[src/rtl/wb_bus_pkg.sv]
package wb_bus_pkg;

  localparam int num_slaves = 3;

  // slot of each slave in the strobe, ack and data vectors.
  localparam int reg_slot  = 0;
  localparam int ram_slot  = 1;
  localparam int fifo_slot = 2;

  typedef logic [31:0] word_t;

  // inclusive byte ranges, indexed by slot.
  localparam word_t slave_base [num_slaves] = '{
    32'h0000_0000,
    32'h0000_1000,
    32'h0000_2000
  };
  localparam word_t slave_high [num_slaves] = '{
    32'h0000_003f,
    32'h0000_13ff,
    32'h0000_2003
  };

  localparam int timeout_cycles  = 16;  // wait cycles before the router gives up.
  localparam int reg_words       = 16;
  localparam int ram_words       = 256;
  localparam int ram_wait_cycles = 2;   // ram latency used in the subsystem.
  localparam int fifo_depth      = 8;

  // one request, as issued by the master and forwarded to the slaves.
  typedef struct packed {
    logic       we;   // high for a write.
    logic [3:0] sel;  // byte lanes of dat.
    word_t      adr;  // byte address, slave offset on the slave side.
    word_t      dat;  // write data.
  } wb_req_t;

  // read data of every slave, indexed by slot.
  typedef word_t [num_slaves-1:0] slave_dat_t;

endpackage

[src/rtl/wb_timeout.sv]
`timescale 1ns/1ps

module wb_timeout #(
  parameter int timeout_cycles = 16
) (
  input  logic wb_clk_i,
  input  logic wb_rst_i,
  output logic expired_o
);

  localparam int cnt_w = $clog2(timeout_cycles + 1);

  logic [cnt_w-1:0] count;

  // counts cycles out of reset and stops at the limit.
  always_ff @(posedge wb_clk_i) begin
    if (wb_rst_i) begin
      count <= '0;
    end else if (!expired_o) begin
      count <= count + 1'b1;
    end
  end

  assign expired_o = (count == cnt_w'(timeout_cycles));  // stays high until reset.

endmodule

[src/rtl/wbs_arbiter.sv]
`timescale 1ns/1ps

module wbs_arbiter import wb_bus_pkg::*; (
  input  logic                  wb_clk_i,
  input  logic                  wb_rst_i,
  input  logic                  wbm_cyc_i,
  input  logic                  wbm_stb_i,
  input  wb_req_t               wbm_req_i,
  output word_t                 wbm_dat_o,
  output logic                  wbm_ack_o,
  output logic                  wbm_err_o,
  output logic [num_slaves-1:0] wbs_stb_o,
  output wb_req_t               wbs_req_o,
  input  slave_dat_t            wbs_dat_i,
  input  logic [num_slaves-1:0] wbs_ack_i
);

  typedef enum logic {
    st_idle,
    st_wait
  } state_t;

  state_t                state;
  logic [num_slaves-1:0] wbs_sel;     // decoded match of the current request.
  logic [num_slaves-1:0] wbs_active;  // slave that owns the open transaction.
  word_t                 adr_off;
  word_t                 adr_q;
  logic                  tmo_rst;
  logic                  timeout;

  assign tmo_rst = wb_rst_i | (state != st_wait);  // runs only while waiting.

  wb_timeout #(
    .timeout_cycles(timeout_cycles)
  ) u_timeout (
    .wb_clk_i (wb_clk_i),
    .wb_rst_i (tmo_rst),
    .expired_o(timeout)
  );

  // address map compare, one bit per slave.
  always_comb begin
    wbs_sel = '0;
    for (int i = 0; i < num_slaves; i++) begin
      wbs_sel[i] = (wbm_req_i.adr >= slave_base[i]) && (wbm_req_i.adr <= slave_high[i]);
    end
  end

  always_comb begin
    adr_off = wbm_req_i.adr;
    for (int i = 0; i < num_slaves; i++) begin
      if (wbs_sel[i]) begin
        adr_off = wbm_req_i.adr - slave_base[i];  // slaves see offsets from zero.
      end
    end
  end

  // the master holds we, sel and dat, so only the address is registered.
  always_comb begin
    wbs_req_o     = wbm_req_i;
    wbs_req_o.adr = adr_q;
  end

  always_comb begin
    wbm_dat_o = '0;
    for (int i = 0; i < num_slaves; i++) begin
      if (wbs_active[i]) begin
        wbm_dat_o = wbs_dat_i[i];
      end
    end
  end

  assign wbm_ack_o = (state == st_wait) && ((wbs_ack_i & wbs_active) != '0);

  always_ff @(posedge wb_clk_i) begin
    if (state == st_idle && wbm_cyc_i && wbm_stb_i) begin
      adr_q <= adr_off;
    end
  end

  always_ff @(posedge wb_clk_i) begin
    wbs_stb_o <= '0;   // strobe and error are single-cycle pulses.
    wbm_err_o <= 1'b0;
    if (wb_rst_i) begin
      state      <= st_idle;
      wbs_active <= '0;
    end else begin
      case (state)
        st_idle: begin
          // a pending error means the master still holds the old request.
          if (wbm_cyc_i && wbm_stb_i && !wbm_err_o) begin
            if (wbs_sel == '0) begin
              wbm_err_o <= 1'b1;  // unmapped address.
            end else begin
              wbs_active <= wbs_sel;  // kept after the transaction because the ack mux reads it.
              wbs_stb_o  <= wbs_sel;
              state      <= st_wait;
            end
          end
        end
        st_wait: begin
          if ((wbs_ack_i & wbs_active) != '0) begin
            state <= st_idle;
          end else if (timeout) begin
            wbm_err_o <= 1'b1;  // slave never answered.
            state     <= st_idle;
          end
        end
        default: state <= st_idle;
      endcase
    end
  end

  a_sel_onehot0: assert property (@(posedge wb_clk_i) disable iff (wb_rst_i)
    $onehot0(wbs_sel));

  a_ack_err_excl: assert property (@(posedge wb_clk_i) disable iff (wb_rst_i)
    !(wbm_ack_o && wbm_err_o));

endmodule

[config.mk]
export PLATFORM = sky130hd
export DESIGN_NAME = wbs_arbiter
export DESIGN_NICKNAME = d
export VERILOG_FILES = /design/src/rtl/wb_bus_pkg.sv /design/src/rtl/wb_timeout.sv /design/src/rtl/wbs_arbiter.sv
export SDC_FILE = /design/constraint.sdc
export NUM_CORES = 1
export LEC_CHECK = 0
export ABC_AREA = 1
export ABC_CLOCK_PERIOD_IN_PS = 9200
export BUFFER_PORTS_ARGS = -buffer_cell sky130_fd_sc_hd__buf_2
export CAP_MARGIN = 20
export CORE_AREA = 4 4 105 107
export CTS_BUF_LIST = sky130_fd_sc_hd__clkbuf_8
export CTS_CLUSTER_SIZE = 20
export DETAILED_ROUTE_END_ITERATION = 10
export DIE_AREA = 0 0 109 111
export GPL_ROUTABILITY_DRIVEN = 0
export GPL_TIMING_DRIVEN = 0
export PLACE_DENSITY_LB_ADDON = 0.25
export SYNTH_ARGS = -nofsm -noshare
export SYNTH_HDL_FRONTEND = slang
export SYNTH_SLANG_ARGS = --single-unit
[constraint.sdc]
create_clock -name wb_clk_i -period 9.2 [get_ports wb_clk_i]
set_clock_uncertainty 0.2 [all_clocks]
set_input_delay 0.46 -clock wb_clk_i [delete_from_list [all_inputs] [get_ports wb_clk_i]]
set_output_delay 0.46 -clock wb_clk_i [all_outputs]
set_load 0.005 [all_outputs]
# == Yosys cells after proc, flatten, opt, wreduce, memory -nomap -nowiden ==
# Index checks and enable logic that the tools add are counted.
# word_totals
ff_bits,45
out_inout_bits,106
word_cells,49
# op_classes
add_sub_neg,3
magnitude_cmp,6
n_eq_ne,1
muxes,15
bitwise_logic,5
n_reduce_logical,13
# ops
operator,n
2-to-1 mux 32 bit,5
"greater-or-equal comparator 32 x 1 -> 1 bit, second input constant",1
"greater-or-equal comparator 32 x 13 -> 1 bit, second input constant",1
"greater-or-equal comparator 32 x 14 -> 1 bit, second input constant",1
"less-or-equal comparator 32 x 13 -> 1 bit, second input constant",1
"less-or-equal comparator 32 x 14 -> 1 bit, second input constant",1
"less-or-equal comparator 32 x 6 -> 1 bit, second input constant",1
"subtractor 32 x 13 -> 32 bit, second input constant",1
"subtractor 32 x 14 -> 32 bit, second input constant",1
logical AND 1 bit,8
2-to-1 mux 1 bit,8
"adder 5 x 1 -> 5 bit, second input constant",1
"equality test 5 bit, second input constant",1
case mux 1 bit (2 select lines),2
OR reduction 4 bit,1
AND 3 bit,1
logical NOT 3 bit,1
inverter 1 bit,3
AND reduction 3 bit,1
nonzero test 3 bit,1
logical NOT 1 bit,1
bitwise OR 1 bit,1

# == Logic depth before layout (Yosys ltp) ==
# Gate-level depths: netlist (run 1).
# depth
depth_word,6
ltp_mapped,13
depth_no_buf,13

# == Hierarchy ==
# From an unflattened synthesis (run 1), not the netlist that was laid out.
# hier_totals
cells_unflattened,384
hier_area_um2,3014.1
# by_module_without_submodules
mod,instances,cells_each,area_per_inst_um2
wbs_arbiter,1,348,2757.6
wb_timeout,1,36,256.5

# == Least setup slack after synthesis (run 1) ==
# No wires, ideal clock.
# synth_path
path_type,input-to-reg
start,in wbm_cyc_i
end,"reg adr_q[0], enable pin"
setup_ns,0.461
arrival_ns,2.733
required_ns,8.539
path_slack_ns,5.807
path_stages,2
path_buffers,0
path_cell_list,inv_1 -> nor3_1
# synth_between
elab_chain_cells,2
# synth_rtl
item,line,source
start: declaration,wbs_arbiter.sv:6,"input logic wbm_cyc_i,"
logical AND 1 bit (2 in a row),wbs_arbiter.sv:76,if (state == st_idle && wbm_cyc_i && wbm_stb_i) begin
end signal: assignment,wbs_arbiter.sv:77,adr_q <= adr_off;
end: declaration,wbs_arbiter.sv:27,word_t adr_q;
# No other way between the ends.
# A chain may end at the register's enable or synchronous reset.

# == Worst setup path in the final report (run 1) ==
# layout_path
start,reg wbs_active[1]
end,out wbm_dat_o[13]
# layout_between
elab_chain_cells,2
# layout_rtl
item,line,source
start: declaration,wbs_arbiter.sv:25,logic [num_slaves-1:0] wbs_active;
start signal: assignment,wbs_arbiter.sv:95,wbs_active <= wbs_sel;
2-to-1 mux 32 bit (2 in a row),wbs_arbiter.sv:67,if (wbs_active[i]) begin
end: declaration,wbs_arbiter.sv:9,"output word_t wbm_dat_o,"
# No other way between the ends.

==> key figures, run 1 <==
Yosys
  – Most numerous cell in the Yosys netlist: nand2_1
  – Post-synth EDFFs: 32
  – Distinct cells, synth: 32
  – Asr flop ratio synth: 0%
  – Yosys top cell by area: edfxtp_1
  – Seq/Total Area, Yosys: 39.4%
  – Cells after Synth: 398
  – Seq cells post-synth: 45
  – Yosys warning count: 0
  – Synth top cells by count: 88 x nand2_1, 52 x inv_1, 43 x o21ai_0
  – Area share of the largest cell type after synthesis: 31.0%
  – Post-Synthesis Net Count: 579
  – Main synth FF type: edfxtp_1
  – Mean Syn Cell Area: 7.78 µm²
  – Cell area after synthesis: 3100 µm²
  – Largest cells by area after synthesis: edfxtp_1 31%, nand2_1 11%, buf_4 9.0%, dfxtp_1 8.4%, a22oi_1 7.8%

GRT
  – First-pass GRT wire length: 15,700 µm
  – Vias in the first global route: 3,445
  – GRT overflow: 0
  – Largest net degree at the start of global routing: 15
  – Initial antenna violation count: 0
  – Total global-route track usage: 15.8%

Routing
  – Routed WL: 10,300 µm
  – Drt drc: 0
  – DRT Pass-1 Iters: 4
  – WL per Instance: 13.2 µm
  – Vias per cell: 4.42
  – Iter 0 DRT Violations: 219
  – Post-route ant nets: 0
  – Via count: 3,467

Critical path
  – Setup Crit Path Kind: reg -> out
  – Crit. path cell count: 6
  – Slowest-stage cell, CP: dfxtp_1
  – Critical Path AT: 1850 ps
  – Worst stage delay on the critical path: 310 ps
  – CP Data Required Time: 8540 ps
  – Crit path top cell by count: buf_2
  – Crit-path leading delay family: buffers and inverters
  – Cell Chain, Critical Path: clkbuf_1, nor2_1, buf_2, a22oi_1, o21ai_0, buf_2
  – Crit Path Max Fanout: 10
  – FF-to-FF setup slack: 7350 ps
  – CP Buf/Inv Count: 3
  – Crit end category: output port
  – Reg2Reg Depth: 2
  – Crit path launch type: flop

CTS
  – Post-CTS Setup Repair Bufs: 0
  – H-tree depth reported by CTS: 2
  – Post-cts gate resize count: 0
  – Clk root buf: clkbuf_8
  – CTS buffer count: 5
  – TritonCTS clock tree: done
  – Longest Clk Path Bufs: 2
  – Clk slew on worst S/H paths: 90 ps
  – Sink count of the clock tree: 45
  – Skew-Pair Late Insertion Delay: 290 ps
  – CTS Hold Buffers Added: 0

Pwr
  – P per Cell Area: 100 nW/µm²
  – Leak pwr: 2.40 nW
  – Total Power: 0.460 mW
  – Max VDD drop: 0.0000511 V

Worst hold path
  – Hold depth: 1
  – Min-delay worst type: in -> reg

Floorplan
  – # IOs: 278
  – Row cnt: 37
  – Core box area: 10,100 µm²
  – Die Area: 12,100 µm²
  – Die extent in y: 111 µm
  – Die width: 109 µm
  – Initial core utilization: 30.6%

Layout
  – Register Area: 1220 µm²
  – Layout cells sized above 1: 47.2%
  – Multi-input gate area: 1350 µm²
  – Fill cells: 1,022
  – Layout area overhead: 48.6%
  – Core Util, Final: 45.4%
  – Final nets: 828
  – ANT cells: 0

STA
  – Slew HR: 44.1%
  – Worst slew pin tran: 835 ps
  – Final critical-path share of the clock period: 27.3%
  – RSZ-0062 raised after global routing: no
  – Setup tns final: 0 ps
  – Slew Viols, Final: 0
  – Endpoints failing setup: 0
  – Final Hold Fails: 0
  – Final critical-path setup slack: 6690 ps
  – Highest clock rate: 398 MHz
  – Post-layout min period: 2510 ps

Placement
  – IO buf count: 240
  – Dpl ws: 6770 ps
  – Dpl hpwl: 8740 µm

Outcome
  – Status: completed

Flow run
  – Max Cap Violations: 0
[logic make-up (layout without fill, tap and decap cells)]
| family | Yosys count | after routing | share of synthesized area [%] |
|---|---|---|---|
| compound gates | 84 | 84 | 17.0 |
| buf+inv | 105 | 355 | 17.3 |
| simple gates | 153 | 153 | 22.1 |
| xor+xnor | 2 | 2 | 0.566 |
| fa+ha+maj | 9 | 9 | 3.63 |
| flops | 45 | 45 | 39.4 |
[path summary, 6_finish.rpt]
check / end / startpoint
worst max register to register: adr_q[31] / state
worst max-delay path: wbm_dat_o[13] / wbs_active[1]
worst min-delay path: adr_q[0] / wbm_req_i[32]
worst min register to register: u_timeout.count[4] / u_timeout.count[4]
[worst reg2reg max path, delay by kind of cell (launching register included)]
kind | cells | cell delay [ps]
flip-flops | 1 | 360
buffers and inverters | 1 | 280
AND/OR/NAND/NOR | 1 | 710
[power by group]
part / switching, mW / internal, mW / total (mW)
registers: 0.00220 / 0.227 / 0.230
logic: 0.0355 / 0.0477 / 0.0832
clock network: 0.0680 / 0.0796 / 0.148
[routing by layer]
layer | GRT usage (%) | wire length (µm) | vias to the layer above
li1 | - | - | 1774
met2 | 28.7 | 5170 | 163
met3 | 2.91 | 777 | 9
met5 | 0 | 0 | -
met1 | 18.9 | 4290 | 1521
met4 | 3.37 | 98 | 0
[registers in the layout, indices dropped and copies added (netlist names)]
register / flops
wbm_err_o: 1
wbs_active: 3
adr_q: 32
wbs_stb_o: 3
state: 1
u_timeout.count: 5
[metrics by stage]
step                area (µm²)  hold WS (ps)  instances
floorplan                 3100           222        398
global placement          4470           238        774
detailed placement        4500           240        776
CTS                       4600           150        784
global route              4600           154        784
finish                    4600           155        784
[cell usage in the layout (no fill, tap or decap), drive strengths merged]
cell / instances
a21oi: 3
a22oi: 32
buf: 282
bufinv: 1
clkbuf: 16
clkinv: 2
dfxtp: 13
edfxtp: 32
ha: 9
inv: 54
nand2: 93
nand3: 14
nand4: 5
nor2: 30
nor3: 2
nor4: 1
o211ai: 1
o21ai: 47
o22ai: 1
or2: 8
xor2: 2
[cell type report]
type / instances / share of cell area, %
well taps: 136 / 3.70
inverters: 54 / 4.40
clock inverters: 3 / 0.842
repair buffers: 242 / 26.6
plain buffers: 51 / 7.26
multi-input cells: 248 / 29.2
flip-flops and latches: 45 / 26.5
clock buffers: 5 / 1.49
(Power assumes the default switching activity.)
==> run 2, diff against run 1 <==
--- a/config.mk
+++ b/config.mk
@@ -6,7 +6,7 @@
 export NUM_CORES = 1
 export LEC_CHECK = 0
 export ABC_AREA = 1
-export ABC_CLOCK_PERIOD_IN_PS = 9200
+export ABC_CLOCK_PERIOD_IN_PS = 2200
 export BUFFER_PORTS_ARGS = -buffer_cell sky130_fd_sc_hd__buf_2
 export CAP_MARGIN = 20
 export CORE_AREA = 4 4 105 107
==> constraint.sdc (replaced) <==
create_clock -name wb_clk_i -period 2.2 [get_ports wb_clk_i]
set_clock_uncertainty 0.2 [all_clocks]
set_input_delay 0.11 -clock wb_clk_i [delete_from_list [all_inputs] [get_ports wb_clk_i]]
set_output_delay 0.11 -clock wb_clk_i [all_outputs]
set_load 0.005 [all_outputs]
==> run 2 against run 1 <==
  * First-iteration DRC count down 16%
  * Cell count is 3.8% higher
  * Wire length rose by 4.6%
  * Register-to-register slack lost 7000 ps
  * Cell area grew 7.1%
  * Critical endpoint is now wbm_dat_o[27]
  * Largest power group unchanged
  * Sequential cell count unchanged
  * Sequential share of layout area down 1.8 points
  * Setup slack worse by 6500 ps
  * Combinational power rose to 4.8 times the previous value
  * Sequential power increased to 4.2 times the previous value
  * Non-clock buffer count rose by 30
==> key figures, run 2 (same netlist as run 1, synthesis figures left out) <==
Layout
  – Layout area overhead: 59.2%
  – Multi-input gate area: 1370 µm²
  – Biggest regs: adr_q (32), u_timeout.count (5)
  – Final standard cell area without fillers: 4930 µm²
  – Top reg by flops: adr_q
  – ANT cells: 0
  – Final Non-Filler Cells: 814
  – Most frequent cells in the layout: 243 x buf_2, 87 x nand2_1, 52 x inv_1
  – Final nets: 858
  – Layout cells sized above 1: 46.6%
  – Max reg flops: 32
  – Fill cells: 995
  – Most common cell after layout, fill and taps aside: buf_2
  – Register Area: 1220 µm²

Critical path
  – Worst stage delay on the critical path: 310 ps
  – FF-to-FF setup slack: 390 ps
  – Setup Crit Path Kind: reg -> out
  – Crit end category: output port
  – Crit path launch type: flop
  – R2r startpoint: state
  – Reg2Reg Depth: 2
  – Cell Chain, Critical Path: clkbuf_1, nor2_2, buf_2, a22oi_1, o21ai_0, buf_2
  – Worst setup path endpoint: wbm_dat_o[27]
  – Crit path top cell by count: buf_2
  – Critical Path AT: 1750 ps
  – Crit-path leading delay family: buffers and inverters
  – CP Data Required Time: 1890 ps
  – Worst setup startpoint: wbs_active[1]
  – Slowest-stage cell, CP: dfxtp_1
  – CP Buf/Inv Count: 3
  – Crit Path Max Fanout: 10
  – Capturing point of the worst reg2reg path: adr_q[0]
  – Crit. path cell count: 6

Routing
  – DRT Pass-1 Iters: 4
  – Drt drc: 0
  – Via count: 3,631
  – Post-route ant nets: 0
  – Routed WL: 10,800 µm
  – Iter 0 DRT Violations: 185
  – Vias per cell: 4.46
  – WL per Instance: 13.3 µm

CTS
  – Skew-Pair Late Insertion Delay: 300 ps
  – Clk root buf: clkbuf_8
  – Clk slew on worst S/H paths: 90 ps
  – H-tree depth reported by CTS: 2
  – Post-CTS Setup Repair Bufs: 0
  – TritonCTS clock tree: done
  – Longest Clk Path Bufs: 2
  – CTS buffer count: 5
  – Sink count of the clock tree: 45

Floorplan
  – Die extent in y: 111 µm
  – # IOs: 278
  – Row cnt: 37
  – Die Area: 12,100 µm²
  – Core box area: 10,100 µm²
  – Initial core utilization: 30.6%
  – Die width: 109 µm

STA
  – Post-layout min period: 2060 ps
  – Highest clock rate: 486 MHz
  – RSZ-0062 raised after global routing: yes
  – Final critical-path share of the clock period: 93.6%
  – Final Hold Fails: 0
  – Hold slack: 36.0 ps
  – Slew HR: 45.7%
  – Slew Viols, Final: 0
  – Setup tns final: 0 ps
  – Worst slew pin tran: 812 ps
  – Endpoints failing setup: 0

Pwr
  – Leak pwr: 2.54 nW
  – Max VDD drop: 0.000175 V
  – P per Cell Area: 382 nW/µm²

Placement
  – DP Area: 4510 µm²
  – Placed cells: 775
  – Dpl hpwl: 8830 µm
  – IO buf count: 240

Flow run
  – Max Cap Violations: 0

GRT
  – Total global-route track usage: 16.3%
  – First-pass GRT wire length: 16,000 µm
  – Vias in the first global route: 3,501
  – Initial antenna violation count: 0
  – Largest net degree at the start of global routing: 20
  – GRT overflow: 0

Outcome
  – Status: completed

Worst hold path
  – Min-delay worst type: in -> reg
run 2: report_power, final:
group | leakage (nW) | switching (mW) | internal (mW)
Combinational | 2.09 | 0.159 | 0.237
Sequential | 0.405 | 0.0100 | 0.951
Clock | 0.0445 | 0.299 | 0.226
run 2: how the worst min path moves through the flow:
stage	start	slack, ps	end	cells past startpoint
finish	wbs_ack_i[0]	40	wbm_err_o	4
global route	wbm_req_i[45]	50	adr_q[13]	2
CTS	wbs_ack_i[1]	20	wbm_err_o	4
detailed placement	wbm_req_i[42]	120	adr_q[10]	1
global placement	wbm_req_i[33]	120	adr_q[1]	1
floorplan	wbm_req_i[32]	9	adr_q[0]	0
run 2: through the flow:
step | total power, mW | worst slack, ps | util, %
2_1_floorplan | 1.11 | 395 | -
5_1_grt | 1.99 | -43.2 | 48.6
3_5_place_dp | 1.33 | 123 | 44.5
3_3_place_gp | 1.32 | 8.44 | 44.2
4_1_cts | 1.91 | 44.6 | 48.4
6_report | 1.88 | 141 | 48.6
run 2: per-layer routing:
layer | part of all wire (%) | up-vias | track usage (%)
met5 | 0 | - | 0
met4 | 1.8 | 0 | 4.38
met3 | 8.2 | 20 | 3.26
met2 | 50 | 181 | 29.3
met1 | 40 | 1596 | 19.5
li1 | - | 1834 | -
run 2: area by class of cell:
| class | instances | area share, % |
|---|---|---|
| buffer | 51 | 6.95 |
| clock buffer | 5 | 1.40 |
| clock inverter | 3 | 0.431 |
| inverter | 54 | 4.11 |
| multi-input combinational | 248 | 27.7 |
| sequential | 45 | 24.8 |
| tap | 136 | 3.45 |
| timing repair buffer | 272 | 31.2 |
run 2: worst min-delay path: cells and delay by family:
family | cells | cell delay, ps
AO/OA/AOI/OAI | 1 | 110
buffers and inverters | 1 | 70
AND/OR/NAND/NOR | 2 | 180
run 2: repair_timing:
| action | CTS | global route |
|---|---|---|
| hold buffers | 31 | 0 |
| endpoints found under the hold margin | 32 | 0 |
| resized for setup | 0 | 18 |
| setup endpoints to repair | 0 | 49 |
==> run 3, diff against run 2 <==
--- a/config.mk
+++ b/config.mk
@@ -9,14 +9,15 @@
 export ABC_CLOCK_PERIOD_IN_PS = 2200
 export BUFFER_PORTS_ARGS = -buffer_cell sky130_fd_sc_hd__buf_2
 export CAP_MARGIN = 20
-export CORE_AREA = 4 4 105 107
+export CORE_AREA = 4 4 107 109
 export CTS_BUF_LIST = sky130_fd_sc_hd__clkbuf_8
 export CTS_CLUSTER_SIZE = 20
 export DETAILED_ROUTE_END_ITERATION = 10
-export DIE_AREA = 0 0 109 111
+export DIE_AREA = 0 0 111 113
 export GPL_ROUTABILITY_DRIVEN = 0
 export GPL_TIMING_DRIVEN = 0
 export PLACE_DENSITY_LB_ADDON = 0.25
 export SYNTH_ARGS = -nofsm -noshare
 export SYNTH_HDL_FRONTEND = slang
+export SYNTH_HIERARCHICAL = 1
 export SYNTH_SLANG_ARGS = --single-unit
==> run 3 against run 2 <==
  * Clock-buffer cell count stayed put
  * Via count shrank 0.99%
  * Clock power up 16%
  * Highest routed layer unchanged
  * Setup slack got worse by 52 ps
  * Wire length decreased by 4.1%
  * Non-clock buffer count is 1 lower
  * Die area rose by 3.7%
  * Critical path depth rose by 4
  * Synthesized area decreased by 2.7%
  * Sequential cell count stayed put
==> key figures, run 3 <==
Yosys
  – Post-Synthesis Net Count: 565
  – Synth Area in XOR/XNOR: 0.581%
  – Post-synthesis mux area share: 0%
  – Main synth FF type: edfxtp_1
  – Cells after Synth: 384
  – Largest cells by area after synthesis: edfxtp_1 32%, nand2_1 11%, buf_4 9.2%, dfxtp_1 8.6%, a22oi_1 8.0%
  – Seq cells post-synth: 45
  – Most numerous cell in the Yosys netlist: nand2_1
  – Post-synth EDFFs: 32
  – Yosys warning count: 6
  – Post-Synth Simple-Gate Area: 22.1%
  – Distinct cells, synth: 29
  – Asr flop ratio synth: 0%
  – Cell area after synthesis: 3010 µm²
  – Seq/Total Area, Yosys: 40.5%
  – Area share of the largest cell type after synthesis: 31.9%
  – Mean Syn Cell Area: 7.85 µm²
  – Yosys top cell by area: edfxtp_1
  – Adder-Cell Fraction of Synth Area: 3.74%
  – Compound-Gate Fraction of Synth Area: 17.1%
  – Largest family of logic cells by synthesized area: simple AND/OR/NAND/NOR gates
  – Synth top cells by count: 85 x nand2_1, 40 x o21ai_0, 38 x inv_1

Floorplan
  – Die width: 111 µm
  – Die Area: 12,500 µm²
  – Initial core utilization: 28.4%
  – Core box area: 10,600 µm²
  – Die extent in y: 113 µm
  – # IOs: 278
  – Row cnt: 38

STA
  – Endpoints failing setup: 0
  – Final critical-path setup slack: 89.1 ps
  – Hold slack: 26.7 ps
  – Slew HR: 41.4%
  – Slew Viols, Final: 0
  – Setup tns final: 0 ps
  – Highest clock rate: 474 MHz
  – RSZ-0062 raised after global routing: yes
  – Final Hold Fails: 0
  – Worst slew pin tran: 876 ps
  – Final critical-path share of the clock period: 96.0%
  – Post-layout min period: 2110 ps

Placement
  – IO buf count: 240
  – Placed cells: 765
  – Dpl hpwl: 8590 µm
  – Dpl ws: 141 ps
  – DP Area: 4430 µm²

Critical path
  – Reg2Reg Depth: 2
  – Cell Chain, Critical Path: dlygate4sd3_1, buf_2, nor2_2, nand2_1, o21ai_0, nand2_1, and3_1, nand2_1, o21ai_4, or2_1
  – Critical Path AT: 1960 ps
  – Crit end category: flop
  – Crit Path Max Fanout: 9
  – Crit path top cell by count: nand2_1
  – Setup Crit Path Kind: in -> reg
  – R2r startpoint: state
  – FF-to-FF setup slack: 340 ps
  – Worst stage delay on the critical path: 540 ps
  – Capturing point of the worst reg2reg path: adr_q[21]
  – CP Data Required Time: 2050 ps
  – Crit path launch type: input port
  – Slowest-stage cell, CP: dlygate4sd3_1

Routing
  – Post-route ant nets: 0
  – Drt drc: 0
  – Routed WL: 10,400 µm
  – Via count: 3,595
  – WL per Instance: 12.9 µm
  – DRT Pass-1 Iters: 4
  – Iter 0 DRT Violations: 200
  – Vias per cell: 4.48

Worst hold path
  – Hold depth: 2
  – Hold EP: adr_q[12]
  – Hold path start: wbm_req_i[44]
  – Min-delay worst type: in -> reg

Layout
  – Biggest regs: adr_q (32), u_timeout/count (5)
  – Layout area overhead: 62.6%
  – Final Non-Filler Cells: 803
  – Max reg flops: 32
  – Most common cell after layout, fill and taps aside: buf_2
  – Layout cells sized above 1: 47.2%
  – Top reg by flops: adr_q
  – Final standard cell area without fillers: 4900 µm²
  – Final nets: 843
  – ANT cells: 0
  – Most frequent cells in the layout: 243 x buf_2, 84 x nand2_1, 39 x o21ai_0
  – Core Util, Final: 46.2%

CTS
  – H-tree depth reported by CTS: 2
  – CTS buffer count: 5
  – Skew-Pair Late Insertion Delay: 290 ps
  – Clk root buf: clkbuf_8
  – Sink count of the clock tree: 45
  – TritonCTS clock tree: done
  – Clk slew on worst S/H paths: 80 ps
  – Longest Clk Path Bufs: 2

GRT
  – First-pass GRT wire length: 16,300 µm
  – GRT overflow: 0
  – Total global-route track usage: 15.4%
  – Initial antenna violation count: 0
  – Vias in the first global route: 3,514
  – Largest net degree at the start of global routing: 18

Pwr
  – Max VDD drop: 0.000286 V
  – Total Power: 1.96 mW
  – Leak pwr: 2.45 nW
  – P per Cell Area: 399 nW/µm²

Flow run
  – Max Cap Violations: 0

Outcome
  – Status: completed
-- run 3: cell types whose count changed in the layout (fill, tap and decap cells not counted), sizes merged, moves of 2 or more --
cell / delta
nor2: +5
or2: +2
o21ai: -3
a21oi: +4
inv: -15
clkbuf: -2
nand2: -6
-- run 3: what timing repair did --
item	in CTS	in global routing
pin swaps	0	1
gates resized for setup	2	17
gates cloned	0	0
setup buffers	0	1
hold endpoints to repair	31	0
hold buffers	31	0
endpoints found under the setup margin	2	41
-- run 3: where the power goes --
part	internal (mW)	switching, mW	total, mW
Sequential	0.951	0.00941	0.961
Combinational	0.236	0.152	0.388
Clock	0.334	0.273	0.607
Total	1.52	0.435	1.96
-- run 3: worst max path at each step --
stage                                to  depth (start not counted)     startpoint
final                         adr_q[17]                         10  wbm_req_i[46]
after global routing          adr_q[31]                         10  wbm_req_i[46]
after CTS                 wbm_dat_o[26]                          6  wbs_active[1]
after detailed placement      adr_q[16]                         10  wbm_req_i[45]
after global placement        adr_q[18]                          1          state
after floorplan                adr_q[0]                          1          state
-- run 3: layout make-up --
type                    count  area [µm²]
multi-input cells         249        1370
well taps                 140         175
plain buffers              49         333
clock buffers               5        68.8
clock inverters             3        41.3
fillers                  1056        5700
flip-flops and latches     45        1220
repair buffers            273        1550
inverters                  39         146
-- run 3: critical path: cells and delay by family --
family,cells,cell delay (ps)
AND/OR/NAND/NOR,6,980
buffers and inverters,2,680
AO/OA/AOI/OAI,2,190
-- run 3: logic make-up (layout without fill, tap and decap cells) --
kind of cell               count (synthesis)  after routing
adders and majority gates                  9              9
DFF                                       45             45
buffers and inverters                     90            369
xor gates and xnor gates                   2              2
AOI/OAI and AO/OA                         84             84
and+or+nand+nor                          154            154
-- run 3: metal layers --
layer / vias up / GRT usage (%) / wire length (µm)
met1: 1610 / 18.9 / 4200
met3: 10 / 3.42 / 834
met5: - / 0 / 0
li1: 1802 / - / -
met2: 173 / 27.6 / 5220
met4: 0 / 3.45 / 115
